==> src/mem_cfg_pkg.sv <==
`default_nettype none

package mem_cfg_pkg;

  // Data word stored per address
  localparam int width = 16;

  // Single-port data banks (t1)
  localparam int numvbnk = 4;
  localparam int bitvbnk = 2;

  // Rows per bank, also the depth of t2 and t3
  localparam int numvrow = 16;
  localparam int bitvrow = 4;

  // Logical address is {bank, row}
  localparam int bitaddr = bitvbnk + bitvrow;

  // Read latency of every memory in the design
  localparam int sram_delay = 2;

  // One map word is a valid bit plus a bank index
  localparam int map_width = bitvbnk + 1;

endpackage

`default_nettype wire

==> src/mem_types_pkg.sv <==
`default_nettype none

package mem_types_pkg;

  typedef struct packed {
    logic                             vld;   // t2 holds this row's word
    logic [mem_cfg_pkg::bitvbnk-1:0]  bank;  // Bank the t2 word belongs to
  } map_entry_t;

  typedef struct packed {
    logic                             read;
    logic                             write;
    logic [mem_cfg_pkg::bitvrow-1:0]  row;
    logic [mem_cfg_pkg::width-1:0]    din;
  } bank_req_t;

  typedef struct packed {
    logic                             write;
    logic [mem_cfg_pkg::bitvrow-1:0]  wr_row;
    logic [mem_cfg_pkg::width-1:0]    din;
    logic                             read;
    logic [mem_cfg_pkg::bitvrow-1:0]  rd_row;
  } dp_req_t;

  typedef struct packed {
    logic                             write;
    logic [mem_cfg_pkg::bitvrow-1:0]  wr_row;
    map_entry_t                       din;
    logic                             read;
    logic [mem_cfg_pkg::bitvrow-1:0]  rd_row;
  } map_req_t;

  typedef enum logic [1:0] {
    upd_none,
    upd_bank,
    upd_spare,
    upd_spare_evict
  } upd_path_e;

endpackage

`default_nettype wire

==> src/mem_1r1u_top.sv <==
`timescale 1ns/1ps
`default_nettype none

module mem_1r1u_top (
  input  logic                            clk,
  input  logic                            rst,
  input  logic                            read,
  input  logic [mem_cfg_pkg::bitaddr-1:0] rd_adr,
  input  logic                            write,
  input  logic [mem_cfg_pkg::width-1:0]   din,
  output logic                            rd_vld,
  output logic [mem_cfg_pkg::width-1:0]   rd_dout
);

  mem_types_pkg::bank_req_t      bank_req [mem_cfg_pkg::numvbnk];
  logic [mem_cfg_pkg::width-1:0] bank_dout [mem_cfg_pkg::numvbnk];
  mem_types_pkg::dp_req_t        spare_req;
  logic [mem_cfg_pkg::width-1:0] spare_dout;
  mem_types_pkg::map_req_t       map_req;
  mem_types_pkg::map_entry_t     map_dout;

  rmw_ctrl i_ctrl (
    .clk        (clk),
    .rst        (rst),
    .read       (read),
    .rd_adr     (rd_adr),
    .write      (write),
    .din        (din),
    .bank_req   (bank_req),
    .spare_req  (spare_req),
    .map_req    (map_req),
    .bank_dout  (bank_dout),
    .spare_dout (spare_dout),
    .map_dout   (map_dout),
    .rd_vld     (rd_vld),
    .rd_dout    (rd_dout)
  );

  generate
    for (genvar i = 0; i < mem_cfg_pkg::numvbnk; i++) begin : g_t1
      sram_1p #(
        .width (mem_cfg_pkg::width),
        .depth (mem_cfg_pkg::numvrow)
      ) i_bank (
        .clk  (clk),
        .req  (bank_req[i]),
        .dout (bank_dout[i])
      );
    end
  endgenerate

  sram_1r1w #(
    .width (mem_cfg_pkg::width),
    .depth (mem_cfg_pkg::numvrow)
  ) spare_mem (
    .clk     (clk),
    .wr_en   (spare_req.write),
    .wr_row  (spare_req.wr_row),
    .wr_din  (spare_req.din),
    .rd_en   (spare_req.read),
    .rd_row  (spare_req.rd_row),
    .rd_dout (spare_dout)
  );

  sram_1r1w #(
    .width (mem_cfg_pkg::map_width),
    .depth (mem_cfg_pkg::numvrow)
  ) map_mem (
    .clk     (clk),
    .wr_en   (map_req.write),
    .wr_row  (map_req.wr_row),
    .wr_din  (map_req.din),
    .rd_en   (map_req.read),
    .rd_row  (map_req.rd_row),
    .rd_dout (map_dout)
  );

endmodule

`default_nettype wire

==> src/rmw_ctrl.sv <==
`timescale 1ns/1ps
`default_nettype none

module rmw_ctrl (
  input  logic                             clk,
  input  logic                             rst,
  input  logic                             read,
  input  logic [mem_cfg_pkg::bitaddr-1:0]  rd_adr,
  input  logic                             write,
  input  logic [mem_cfg_pkg::width-1:0]    din,
  output mem_types_pkg::bank_req_t         bank_req [mem_cfg_pkg::numvbnk],
  output mem_types_pkg::dp_req_t           spare_req,
  output mem_types_pkg::map_req_t          map_req,
  input  logic [mem_cfg_pkg::width-1:0]    bank_dout [mem_cfg_pkg::numvbnk],
  input  logic [mem_cfg_pkg::width-1:0]    spare_dout,
  input  mem_types_pkg::map_entry_t        map_dout,
  output logic                             rd_vld,
  output logic [mem_cfg_pkg::width-1:0]    rd_dout
);

  typedef struct packed {
    logic [mem_cfg_pkg::bitvbnk-1:0] bank;
    logic [mem_cfg_pkg::bitvrow-1:0] row;
  } rd_stage_t;

  typedef struct packed {
    logic [mem_cfg_pkg::bitvrow-1:0] row;
    mem_types_pkg::map_entry_t       map;
    logic [mem_cfg_pkg::width-1:0]   data;
  } byp_t;

  logic [mem_cfg_pkg::bitvbnk-1:0]    rd_bank;
  logic [mem_cfg_pkg::bitvrow-1:0]    rd_row;
  logic [mem_cfg_pkg::sram_delay-1:0] rd_vld_pipe;
  rd_stage_t                          rd_pipe [mem_cfg_pkg::sram_delay];
  rd_stage_t                          rd_end;
  logic [mem_cfg_pkg::sram_delay-1:0] byp_map_we;
  logic [mem_cfg_pkg::sram_delay-1:0] byp_spare_we;
  byp_t                               byp [mem_cfg_pkg::sram_delay];
  mem_types_pkg::map_entry_t          cur_map;
  logic [mem_cfg_pkg::width-1:0]      cur_spare;
  logic                               new_hit;
  logic                               map_this;
  mem_types_pkg::upd_path_e           upd_path;

  assign rd_bank = rd_adr[mem_cfg_pkg::bitaddr-1 -: mem_cfg_pkg::bitvbnk];
  assign rd_row  = rd_adr[mem_cfg_pkg::bitvrow-1:0];
  assign rd_end  = rd_pipe[mem_cfg_pkg::sram_delay-1];

  always_ff @(posedge clk) begin
    if (rst) begin
      rd_vld_pipe  <= '0;
      byp_map_we   <= '0;
      byp_spare_we <= '0;
    end else begin
      rd_vld_pipe  <= {rd_vld_pipe[mem_cfg_pkg::sram_delay-2:0], read};
      byp_map_we   <= {byp_map_we[mem_cfg_pkg::sram_delay-2:0], map_req.write};
      byp_spare_we <= {byp_spare_we[mem_cfg_pkg::sram_delay-2:0], spare_req.write};
    end
  end

  always_ff @(posedge clk) begin
    rd_pipe[0].bank <= rd_bank;
    rd_pipe[0].row  <= rd_row;
    byp[0].row      <= rd_end.row;  // Every map and t2 write goes to the update row
    byp[0].map      <= map_req.din;
    byp[0].data     <= spare_req.din;
    for (int i = 1; i < mem_cfg_pkg::sram_delay; i++) begin
      rd_pipe[i] <= rd_pipe[i-1];
      byp[i]     <= byp[i-1];
    end
  end

  // Returned words form a snapshot from before the read cycle
  always_comb begin
    rd_vld = rd_vld_pipe[mem_cfg_pkg::sram_delay-1];
    if (map_dout.vld && (map_dout.bank == rd_end.bank)) begin
      rd_dout = spare_dout;
    end else begin
      rd_dout = bank_dout[rd_end.bank];
    end
  end

  // Bring map and t2 up to date with writes made while the read was in flight
  always_comb begin
    cur_map   = map_dout;
    cur_spare = spare_dout;
    for (int i = mem_cfg_pkg::sram_delay - 1; i >= 0; i--) begin
      if (byp_map_we[i] && (byp[i].row == rd_end.row)) begin
        cur_map = byp[i].map;
      end
      if (byp_spare_we[i] && (byp[i].row == rd_end.row)) begin
        cur_spare = byp[i].data;
      end
    end
  end

  assign new_hit  = read && (rd_bank == rd_end.bank);
  assign map_this = cur_map.vld && (cur_map.bank == rd_end.bank);

  always_comb begin
    if (!(write && rd_vld_pipe[mem_cfg_pkg::sram_delay-1])) begin
      upd_path = mem_types_pkg::upd_none;
    end else if (!new_hit) begin
      upd_path = mem_types_pkg::upd_bank;
    end else if (!cur_map.vld || map_this) begin
      upd_path = mem_types_pkg::upd_spare;
    end else begin
      upd_path = mem_types_pkg::upd_spare_evict;
    end
  end

  always_comb begin
    for (int i = 0; i < mem_cfg_pkg::numvbnk; i++) begin
      bank_req[i].read  = read && (int'(rd_bank) == i);
      bank_req[i].write = 1'b0;
      bank_req[i].row   = rd_row;
      bank_req[i].din   = din;
    end
    spare_req.read     = read;
    spare_req.rd_row   = rd_row;
    spare_req.write    = 1'b0;
    spare_req.wr_row   = rd_end.row;
    spare_req.din      = din;
    map_req.read       = read;
    map_req.rd_row     = rd_row;
    map_req.write      = 1'b0;
    map_req.wr_row     = rd_end.row;
    map_req.din.vld    = 1'b1;
    map_req.din.bank   = rd_end.bank;
    case (upd_path)
      mem_types_pkg::upd_bank: begin
        bank_req[rd_end.bank].write = 1'b1;
        bank_req[rd_end.bank].row   = rd_end.row;
        map_req.write               = map_this;  // t1 now holds the newest word
        map_req.din.vld             = 1'b0;
      end
      mem_types_pkg::upd_spare: begin
        spare_req.write = 1'b1;
        map_req.write   = 1'b1;
      end
      mem_types_pkg::upd_spare_evict: begin
        bank_req[cur_map.bank].write = 1'b1;  // Displaced word returns to its own bank
        bank_req[cur_map.bank].row   = rd_end.row;
        bank_req[cur_map.bank].din   = cur_spare;
        spare_req.write              = 1'b1;
        map_req.write                = 1'b1;
      end
      default: begin
      end
    endcase
  end

endmodule

`default_nettype wire

==> src/sram_1p.sv <==
`timescale 1ns/1ps
`default_nettype none

module sram_1p #(
  parameter int width = mem_cfg_pkg::width,
  parameter int depth = mem_cfg_pkg::numvrow
) (
  input  logic                     clk,
  input  mem_types_pkg::bank_req_t req,
  output logic [width-1:0]         dout
);

  logic [width-1:0] mem [depth];
  logic [width-1:0] rd_pipe [mem_cfg_pkg::sram_delay];

  always_ff @(posedge clk) begin
    if (req.write) begin
      mem[req.row] <= req.din;
    end
  end

  always_ff @(posedge clk) begin
    if (req.read) begin
      rd_pipe[0] <= mem[req.row];  // Word enters the latency pipeline
    end
    for (int i = 1; i < mem_cfg_pkg::sram_delay; i++) begin
      rd_pipe[i] <= rd_pipe[i-1];
    end
  end

  assign dout = rd_pipe[mem_cfg_pkg::sram_delay-1];

endmodule

`default_nettype wire

==> src/sram_1r1w.sv <==
`timescale 1ns/1ps
`default_nettype none

module sram_1r1w #(
  parameter int width = mem_cfg_pkg::width,
  parameter int depth = mem_cfg_pkg::numvrow
) (
  input  logic                            clk,
  input  logic                            wr_en,
  input  logic [mem_cfg_pkg::bitvrow-1:0] wr_row,
  input  logic [width-1:0]                wr_din,
  input  logic                            rd_en,
  input  logic [mem_cfg_pkg::bitvrow-1:0] rd_row,
  output logic [width-1:0]                rd_dout
);

  logic [width-1:0] mem [depth];
  logic [width-1:0] rd_pipe [mem_cfg_pkg::sram_delay];

  always_ff @(posedge clk) begin
    if (wr_en) begin
      mem[wr_row] <= wr_din;
    end
  end

  // A read of the row being written sees the old word
  always_ff @(posedge clk) begin
    if (rd_en) begin
      rd_pipe[0] <= mem[rd_row];
    end
    for (int i = 1; i < mem_cfg_pkg::sram_delay; i++) begin
      rd_pipe[i] <= rd_pipe[i-1];
    end
  end

  assign rd_dout = rd_pipe[mem_cfg_pkg::sram_delay-1];

endmodule

`default_nettype wire

==> config.mk <==
export PLATFORM = sky130hd
export DESIGN_NAME = mem_1r1u_top
export DESIGN_NICKNAME = d
export VERILOG_FILES = /design/src/mem_cfg_pkg.sv /design/src/mem_types_pkg.sv /design/src/mem_1r1u_top.sv /design/src/rmw_ctrl.sv /design/src/sram_1p.sv /design/src/sram_1r1w.sv
export SDC_FILE = /design/constraint.sdc
export NUM_CORES = 1
export LEC_CHECK = 0
export BUFFER_PORTS_ARGS = -buffer_cell sky130_fd_sc_hd__clkbuf_2
export CAP_MARGIN = 20
export CORE_ASPECT_RATIO = 1.5
export CORE_UTILIZATION = 68
export CTS_BUF_LIST = sky130_fd_sc_hd__clkbuf_16
export DETAILED_ROUTE_END_ITERATION = 10
export PLACE_DENSITY = 0.83
export SLEW_MARGIN = 20
export SYNTH_ARGS = -nofsm -noshare
export SYNTH_HDL_FRONTEND = slang
export SYNTH_HIERARCHICAL = 1
export SYNTH_SLANG_ARGS = --single-unit
==> constraint.sdc <==
create_clock -name clk -period 9.2 [get_ports clk]
set_input_delay 0.46 -clock clk [delete_from_list [all_inputs] [get_ports clk]]
set_output_delay 0.46 -clock clk [all_outputs]
set_load 0.1 [all_outputs]
# Word-level counts from Yosys, hierarchy flattened
# Memory sizes are Yosys's and may differ from the RTL's.
# Index checks and enable logic that the tools add are counted.
# op_classes
n_reduce_logical	18
muxes	52
n_bitwise	2
eq_ne	11
n_lt_le_gt_ge	4
# op_table
op	n
$bwmux W88	5
$demux W22 S2	5
$pmux W88 S2	1
$mux W16	6
$mux W21	2
$mux W20	2
$bmux W16 S2	1
$mux W1	25
$logic_and A1 B1 Y1	14
$eq A2 B2 Y1 const B	4
$eq A4 B4 Y1	2
$eq A2 B2 Y1	3
$ge A3 B3 Y1 const B	2
$lt A3 B1 Y1 const B	2
$mux W3	2
$not A2 Y3	2
$eq A2 B1 Y1 const B	2
$mux W2	2
$logic_not A2 Y1	1
$pmux W1 S2	1
$reduce_or A2 Y1	1
$logic_not A1 Y1	1
$logic_or A1 B1 Y1	1
# word_totals
mem_count	14
reg_bits	6
ramBits	1552
word_cells	104
input_bits	26
out_inout_bits	17
# memory_table
memory	words	word_bits	rd	rd_clocked_by_memory_dff	wr	line_no	source
g_t1[0].i_bank.mem	16	16	1	0	1	sram_1p.sv:13	logic [width-1:0] mem [depth];
g_t1[1].i_bank.mem	16	16	1	0	1	sram_1p.sv:13	
g_t1[2].i_bank.mem	16	16	1	0	1	sram_1p.sv:13	
g_t1[3].i_bank.mem	16	16	1	0	1	sram_1p.sv:13	
spare_mem.mem	16	16	1	0	1	sram_1r1w.sv:17	logic [width-1:0] mem [depth];
map_mem.mem	16	3	1	0	1	sram_1r1w.sv:17	
8 more memories	n/a	n/a	n/a	n/a	n/a	n/a	

# Depth between registers and ports, before layout
# Gate-level depths: netlist (run 1).
# An unclocked memory read counts as a cell.
# logic_depth
depth_word	16
mapped_depth	15
depth_no_buf	9

# By module
# The synthesis (run 1) kept the hierarchy.
# by_module_without_submodules
module	area_per_inst_um2	seq_area_each_um2	cells_per_inst	instances
sram_1p	10623.9	8488.1	466	4
sram_1r1w at spare_mem	10644.0	8488.1	464	1
rmw_ctrl	4092.7	1281.2	384	1
sram_1r1w at map_mem	2124.5	1591.5	109	1

# Worst setup path after synthesis (run 1)
# OpenSTA, ideal clock, no wires.
# synth_path
kind	register -> register
startpoint	reg i_ctrl/rd_vld_pipe[1] (netlist name)
endpoint	mem g_t1[0].i_bank.mem[0][0], enable pin
t_required_ns	8.791
path_slack_ns	4.502
path_stages_with_launch	10
n_path_buf	2
t_arrival_ns	4.289
setup_ns	0.409
period_less_slack_ns	4.698
path_cell_list	dfxtp_1 nand2_1 or2_2 a221oi_2 buf_4 o2111a_1 buf_4 o211ai_1 or3b_2 nor3_1
# synth_lines
item	line_no	source
from (decl)	rmw_ctrl.sv:34	logic [mem_cfg_pkg::sram_delay-1:0] rd_vld_pipe;
from (signal assigned)	rmw_ctrl.sv:56	rd_vld_pipe <= {rd_vld_pipe[mem_cfg_pkg::sram_delay-2:0], read};
to (decl)	sram_1p.sv:13	

==> summary.md, run 1 <==
| Metric | Value |
|---|---|
| Status | complete, no violations |
| Nets | 2882 |
| GP Congestion | 0.8993 |
| Mean Syn Cell Area | 21.04 um^2 |
| Synth top area share | 0.7138 |
| Synth Net Count | 2847 |
| Starting DRT DRC Count | 4366 |
| Vias/cell | 7.196 |
| Die Wd | 243.2 um |
| Max VDD drop | 0.2184 mV |
| Io pins | 43 |
| Layout fillers | 4111 |
| Post-route DRC | 0 |
| Multi-input gate area | 12450 um^2 |
| GRT met1 Usage | 0.3939 |
| Synthesized cell area | 59360 um^2 |
| Synth Flop Type | edfxtp_1 |
| Final period util | 0.6412 |
| Vias in the first global route | 30550 |
| Most crowded layer after global routing | met2 |
| Skew final | 0.04213 ns |
| Layout cells sized above 1 | 0.2663 |
| FF+latch count, synth | 1558 |
| Die Y | 363.9 um |
| Crit path time final | 5.899 ns |
| CP startpoint kind | flip-flop |
| Async S/R FF share, synth | 0 |
| GR Util met3 | 0.07487 |
| Worst Hold Class | in -> reg |
| Slew of the pin with the lowest slew margin | 1.197 ns |
| P&R area growth vs syn | 9.001% |
| Global Route Usage Sum | 0.3391 |
| First-pass GRT wire length | 210100 um |
| Synth warnings | 6 |
| Drt wl/cell | 35.74 um |
| WP data arrival | 6.34 ns |
| Setup TNS | 0 ns |
| Root buffer cell | clkbuf_16 |
| Post-CTS Setup Inserts | 0 |
| Setup Crit Path Kind | reg -> reg |
| Crit-path max cell delay | 0.84 ns |
| Final Hold Viols | 0 |
| Vias post-DR | 29550 |
| CTS Buf Count | 136 |
| Clock buffer depth | 3 |
| Cell area power density | 219.9 nW/um^2 |
| Initial antenna violation count | 5 |
| DP Wirelength | 86580 um |
| Initial core utilization | 0.6872 |
| Grt ovf | 0 |
| Slowest CP cell | mux2_4 |
| Data required, critical path | 9.64 ns |
| DRT Wirelength | 146700 um |
| Number of synthesized flops with an enable pin | 1411 |
| Max-Cap Viols | 0 |
| Number of hold buffers added after CTS | 2 |
| Leak Pwr | 21.07 nW |
| Most used cell, CP | buf_4 |
| Drt first pass iters | 7 |
| Total number of H-tree levels | 4 |
| CP Capture Type | flip-flop |
| Core area | 86380 um^2 |
| Worst skew pair latency | 0.78 ns |
| Largest area contributor in the netlist | edfxtp_1 |
| Total power | 14.23 mW |
| Core Rows | 132 |
| CTS tree | done |
| Relative slew slack | 0.2018 |
| Fmax | 169.5 MHz |
| Total die area | 88500 um^2 |
| Dominant cells by area after synthesis | edfxtp_1, mux4_2, dfxtp_1, a22oi_1, buf_4 |
| Slew Limit Fails | 0 |
| Setup violators final | 0 |
| CP Cell Sequence | xor2_1 > nor4_4 > a32oi_1 > a221oi_2 > a41oi_1 > mux2_4 > buf_4 > nand2b_1 > nor2_1 > buf_4 |
| Seq/Total Area, Yosys | 0.7634 |
| Register area | 45320 um^2 |
| PortBufs | 42 |
| Post-synthesis cell type count | 54 |
| CTS resizes | 0 |
| Unrepaired setup endpoints after global routing | false |
| Largest net degree at the start of global routing | 72 |
| Clock-pin slew on the worst setup and hold paths | 0.06 ns |
| Crit path max fanout | 40 |
| Setup slack at placement | 3.186 ns |
| CTS Sinks | 1558 |
| Cell count after synthesis | 2821 |
| GRT met2 Usage | 0.5887 |
| Final WS setup | 3.301 ns |
| ANT nets after route | 0 |
==> cells in the mapped netlist, drive strengths merged, types with 8 or more instances <==
library cell	instances
a22oi	163
nor3	25
nand2	105
nand3	15
a21oi	18
inv	9
buf	185
nor2	99
and2	8
dfxtp	147
clkbuf	72
mux2	92
mux4	348
nand2b	13
nand3b	13
nor2b	19
edfxtp	1411
xnor2	11
mux2i	16
==> worst max-delay path, delay by kind of cell (launching register included) <==
kind            cells  cell delay, ns
simple gates        3            1.40
compound gates      3            1.35
buf+inv             2            0.98
mux                 1            0.84
flops               1            0.75
xor+xnor            1            0.21
==> state kept, by name, indices dropped and copies added, names as in the netlist, 6 cells and up <==
| register | count |
|---|---|
| g_t1.i_bank/mem | 1024 |
| spare_mem/mem | 256 |
| g_t1.i_bank/rd_pipe | 128 |
| map_mem/mem | 48 |
| i_ctrl/byp | 46 |
| spare_mem/rd_pipe | 32 |
| i_ctrl/rd_pipe | 12 |
| map_mem/rd_pipe | 6 |
==> final timing paths <==
path / from / to / slack [ns] / cells past startpoint
worst min register to register: i_ctrl/rd_pipe[0][5] / i_ctrl/rd_pipe[0][11] / 0.33 / 0
worst max-delay path: i_ctrl/rd_pipe[0][9] / g_t1[2].i_bank/mem[13][11] / 3.30 / 10
worst min-delay path: rst / i_ctrl/rd_vld_pipe[1] / 0.07 / 2
worst max register to register: i_ctrl/rd_pipe[0][9] / g_t1[2].i_bank/mem[13][11] / 3.30 / 10
==> cells by family after synthesis <==
logic type | synth area share
flip-flops | 0.7634
AO/OA/AOI/OAI | 0.02546
multiplexers | 0.1538
buffers and inverters | 0.02915
AND/OR/NAND/NOR | 0.02593
XOR/XNOR | 0.002213
==> routing by layer <==
metal,share of wire,vias up
met3,0.099,510
met5,0.00029,-
met4,0.063,6
met1,0.31,15300
met2,0.53,2205
li1,-,11530
==> layout by cell type (no fill, tap or decap), types with 11 or more instances in the layout <==
master,count
edfxtp_1,1411
mux4_2,322
a22oi_1,162
dfxtp_1,146
clkbuf_16,144
buf_4,110
nand2_1,104
nor2_1,96
mux2_2,75
clkbuf_2,40
inv_1,32
clkinv_1,30
mux4_1,26
clkinv_2,24
nor3_2,20
a21oi_1,18
nor2b_1,16
mux2i_1,16
nand3_1,14
mux2_1,14
nand2b_1,13
nand3b_1,13
bufinv_16,11
xnor2_1,11
==> stage by stage <==
step | std cells | area (um^2) | hold slack [ns] | util
2_1_floorplan | 2821 | 59360 | 0.3096 | -
3_3_place_gp | 3854 | 60250 | 0.3116 | 0.6976
3_5_place_dp | 3855 | 60270 | 0.3136 | 0.6978
4_1_cts | 4102 | 64680 | 0.005161 | 0.7488
5_1_grt | 4102 | 64690 | 0.02025 | 0.7489
6_report | 4106 | 64700 | 0.06689 | 0.7490
==> power breakdown <==
part | leakage (nW) | total, mW | internal (mW) | switching [mW]
sequential | 14.0 | 7.81 | 7.77 | 0.0396
combinational | 4.86 | 0.730 | 0.234 | 0.496
clock | 2.25 | 5.70 | 3.15 | 2.55
total | 21.1 | 14.2 | 11.1 | 3.08
==> area by class of cell <==
type,instances,share of cell area
flip-flops and latches,1558,0.7004
multi-input cells,997,0.1924
clock buffers,144,0.05570
well taps,1139,0.02203
repair buffers,154,0.01665
clock inverters,101,0.01214
inverters,9,0.0005221
diodes,4,0.0001547
Power figures use the tool's default switching activity.
==> run 2, diff against run 1 <==
--- a/config.mk
+++ b/config.mk
@@ -5,13 +5,14 @@
 export SDC_FILE = /design/constraint.sdc
 export NUM_CORES = 1
 export LEC_CHECK = 0
+export ABC_AREA = 1
 export BUFFER_PORTS_ARGS = -buffer_cell sky130_fd_sc_hd__clkbuf_2
 export CAP_MARGIN = 20
 export CORE_ASPECT_RATIO = 1.5
-export CORE_UTILIZATION = 68
+export CORE_UTILIZATION = 63
 export CTS_BUF_LIST = sky130_fd_sc_hd__clkbuf_16
 export DETAILED_ROUTE_END_ITERATION = 10
-export PLACE_DENSITY = 0.83
+export PLACE_DENSITY = 0.77
 export SLEW_MARGIN = 20
 export SYNTH_ARGS = -nofsm -noshare
 export SYNTH_HDL_FRONTEND = slang
==> constraint.sdc (replaced) <==
create_clock -name clk -period 5.8 [get_ports clk]
set_input_delay 0.29 -clock clk [delete_from_list [all_inputs] [get_ports clk]]
set_output_delay 0.29 -clock clk [all_outputs]
set_load 0.1 [all_outputs]
==> run 2 against run 1 <==
- synthesized cell count is 130% higher
- sequential power is 59% higher
- sequential cell count stayed put
- total power rose by 62%
- die area is 20% higher
- combinational power grew 140%
- register-to-register slack got worse by 2.3 ns
- routed wire length rose by 11%
- utilization shrank 6.2 points
- critical path type unchanged
- largest cell class unchanged
==> summary.md, run 2 <==
| Metric | Value |
|---|---|
| Synthesized cell area | 66050 um^2 (was 59360 um^2) |
| Core area | 104000 um^2 (was 86380 um^2) |
| GP Congestion | 0.9409 (was 0.8993) |
| Die Y | 398.6 um (was 363.9 um) |
| CTS Sinks | 1558 (unchanged) |
| Dominant cells by area after synthesis | edfxtp_1, nand2_1, dfxtp_1, inv_1, nand3_1 (was edfxtp_1, mux4_2, dfxtp_1, a22oi_1, buf_4) |
| Largest area contributor in the netlist | edfxtp_1 (unchanged) |
| Relative slew slack | 0.2097 (was 0.2018) |
| Die Wd | 266.4 um (was 243.2 um) |
| CP startpoint kind | flip-flop (unchanged) |
| Starting DRT DRC Count | 4834 (was 4366) |
| Post-CTS Setup Inserts | 0 (unchanged) |
| Setup TNS | 0 ns (unchanged) |
| Cell area power density | 323.1 nW/um^2 (was 219.9 nW/um^2) |
| Unrepaired setup endpoints after global routing | false (unchanged) |
| Synth Flop Type | edfxtp_1 (unchanged) |
| Async S/R FF share, synth | 0 (unchanged) |
| Setup Crit Path Kind | reg -> reg (unchanged) |
| Status | complete, no violations (unchanged) |
| P&R area growth vs syn | 8.091% (was 9.001%) |
| Synth warnings | 6 (unchanged) |
| Clock Power Share | 0.388 (was 0.400) |
| Mean Syn Cell Area | 10.12 um^2 (was 21.04 um^2) |
| Synth Net Count | 6554 (was 2847) |
| Initial antenna violation count | 2 (was 5) |
| Nets | 6536 (was 2882) |
| Synth top cells by count | nand2_1, edfxtp_1, inv_1 (was edfxtp_1, mux4_2, a22oi_1) |
| Vias in the first global route | 43740 (was 30550) |
| Data required, critical path | 6.25 ns (was 9.64 ns) |
| Fmax | 209.2 MHz (was 169.5 MHz) |
| CP Capture Type | flip-flop (unchanged) |
| Post-synthesis cell type count | 37 (was 54) |
| First-pass GRT wire length | 246200 um (was 210100 um) |
| Root buffer cell | clkbuf_16 (unchanged) |
| Commonest non-fill, non-tap cell in the layout | nand2_1 (was edfxtp_1) |
| FF+latch count, synth | 1558 (unchanged) |
| Placed Area | 66760 um^2 (was 60270 um^2) |
| Crit path max fanout | 36 (was 40) |
| Number of synthesized flops with an enable pin | 1411 (unchanged) |
| Hold_sp | din[2] (was rst) |
| Global Route Usage Sum | 0.3110 (was 0.3391) |
| DP Wirelength | 101200 um (was 86580 um) |
| Most frequent cells in the layout | nand2_1, edfxtp_1, inv_1 (was edfxtp_1, mux4_2, a22oi_1) |
| Layout cells sized above 1 | 0.07462 (was 0.2663) |
| Crit path launch | i_ctrl/rd_pipe[0][8] (was i_ctrl/rd_pipe[0][9]) |
| Final Hold Viols | 0 (unchanged) |
| ANT nets after route | 0 (unchanged) |
| Launch point of the worst reg-to-reg path | i_ctrl/rd_pipe[0][8] (was i_ctrl/rd_pipe[0][9]) |
| Top Layer Used | met4 (was met5) |
| CTS tree | done (unchanged) |
| Setup violators final | 0 (unchanged) |
| Vias/cell | 5.543 (was 7.196) |
| Post-route DRC | 0 (unchanged) |
| Drt wl/cell | 20.35 um (was 35.74 um) |
| Slew Limit Fails | 0 (unchanged) |
| Worst r2r path cells | 19 (was 10) |
| Initial core utilization | 0.6353 (was 0.6872) |
| Worst skew pair latency | 0.77 ns (was 0.78 ns) |
| Util after Layout | 0.6867 (was 0.7490) |
| PortBufs | 42 (unchanged) |
| Wire length on met3 | 14050 um (was 14510 um) |
| Sw Ratio | 0.2347 (was 0.2165) |
| Drt first pass iters | 7 (unchanged) |
| DRT Wirelength | 163200 um (was 146700 um) |
| Biggest regs | g_t1.i_bank/mem (1024), spare_mem/mem (256), g_t1.i_bank/rd_pipe (128) (unchanged) |
| Seq pwr share | 0.537 (was 0.548) |
| Largest net degree at the start of global routing | 129 (was 72) |
| Crit path time final | 4.780 ns (was 5.899 ns) |
| Max-Cap Viols | 0 (unchanged) |
| CTS Buf Count | 139 (was 136) |
| WL met2 | 82230 um (was 77130 um) |
| Leak Pwr | 30.67 nW (was 21.07 nW) |
| Skew final | 0.02930 ns (was 0.04213 ns) |
| Cell depth of the worst hold path | 1 (was 2) |
| Count leader, synth | nand2_1 (was edfxtp_1) |
| Worst Hold Slack | 0.07292 ns (was 0.06689 ns) |
| Combinational group share of total power | 0.075 (was 0.051) |
| M1 WL | 56330 um (was 45830 um) |
| Clock buffer depth | 3 (unchanged) |
| Seq/Total Area, Yosys | 0.6861 (was 0.7634) |
| Vias post-DR | 44450 (was 29550) |
| WP data arrival | 5.23 ns (was 6.34 ns) |
| Final instance area | 71390 um^2 (was 64700 um^2) |
| Largest register by flop count | g_t1.i_bank/mem (unchanged) |
| Worst Hold Class | in -> reg (unchanged) |
| Slew of the pin with the lowest slew margin | 1.173 ns (was 1.197 ns) |
| Grt ovf | 0 (unchanged) |
| Total number of H-tree levels | 4 (unchanged) |
| Max FFs per register | 1024 (unchanged) |
| Final period util | 0.8241 (was 0.6412) |
| Core Rows | 145 (was 132) |
| Total die area | 106200 um^2 (was 88500 um^2) |
| Max VDD drop | 0.3305 mV (was 0.2184 mV) |
| Synth top area share | 0.6415 (was 0.7138) |
| Io pins | 43 (unchanged) |
| Cell count after synthesis | 6528 (was 2821) |
| Clock-pin slew on the worst setup and hold paths | 0.06 ns (about the same) |
| Cell internal pwr | 17.65 mW (was 11.15 mW) |
| P_sw | 5.413 mW (was 3.081 mW) |
## run 2: power by group through the flow
stage                     registers (mW)  logic [mW]  clock network [mW]
final                               12.4        1.73                8.95
after floorplan                     12.6        1.25                   0
after CTS                           12.4        1.70                9.02
after global routing                12.4        1.89                9.41
after global placement              12.6        1.64                   0
after detailed placement            12.6        1.67                   0
## run 2: worst paths after layout
kind                                                  end  slack (ns)
worst min-delay path                     i_ctrl/byp[0][2]        0.07
worst max-delay path            g_t1[1].i_bank/mem[14][6]        1.02
worst min register to register      i_ctrl/rd_pipe[0][11]        0.33
worst max register to register  g_t1[1].i_bank/mem[14][6]        1.02
## run 2: routing by layer
layer | up-vias | global-route usage
met5 | - | 0
met4 | 0 | 0.1968
met3 | 564 | 0.05934
met2 | 2159 | 0.5334
met1 | 20980 | 0.3584
li1 | 20740 | -
## run 2: area by class of cell
cell class | count | area [um^2]
Sequential cell | 1558 | 45310
Fill cell | 7274 | 32570
Multi-Input combinational cell | 4054 | 16200
Clock buffer | 145 | 3628
Inverter | 521 | 1969
Timing Repair Buffer | 236 | 1772
Tap cell | 1396 | 1747
Clock inverter | 106 | 754.5
Antenna cell | 3 | 7.507
## run 2: per-stage QoR
stage	total power [mW]	std cells	setup slack [ns]
floorplan	13.84	6528	1.877
global placement	14.26	7743	1.122
detailed placement	14.30	7743	1.104
CTS	23.11	8015	1.064
global route	23.68	8018	0.6264
finish	23.07	8019	1.020
## run 2: critical path: stages (launching register included)
cell	delay, ns
dfxtp_1	0.68
inv_1	0.10
nand2_1	0.08
nand2_1	0.08
nor2_4	0.21
nand3_4	0.13
nand2_1	0.09
nand3_1	0.11
nand3_1	0.09
nand2_1	0.12
nand2_4	0.25
nand2_1	0.08
nand2_1	0.06
nand2_1	0.11
nand2_1	0.32
nand2_4	0.31
inv_4	0.42
nand3_1	0.30
nor2_2	0.54
buf_4	0.35
## run 2: logic make-up after synthesis
family                 Yosys count  synth area share
AO/OA/AOI/OAI                  147           0.01190
XOR/XNOR                         5         0.0006630
flip-flops                    1558            0.6861
multiplexers                     5         0.0008524
buffers and inverters          916           0.07066
AND/OR/NAND/NOR               3897            0.2298
## run 2: repair_timing
action | in CTS | in global routing
gates resized for setup | 0 | 0
hold buffers | 21 | 0
hold endpoints to repair | 104 | 0
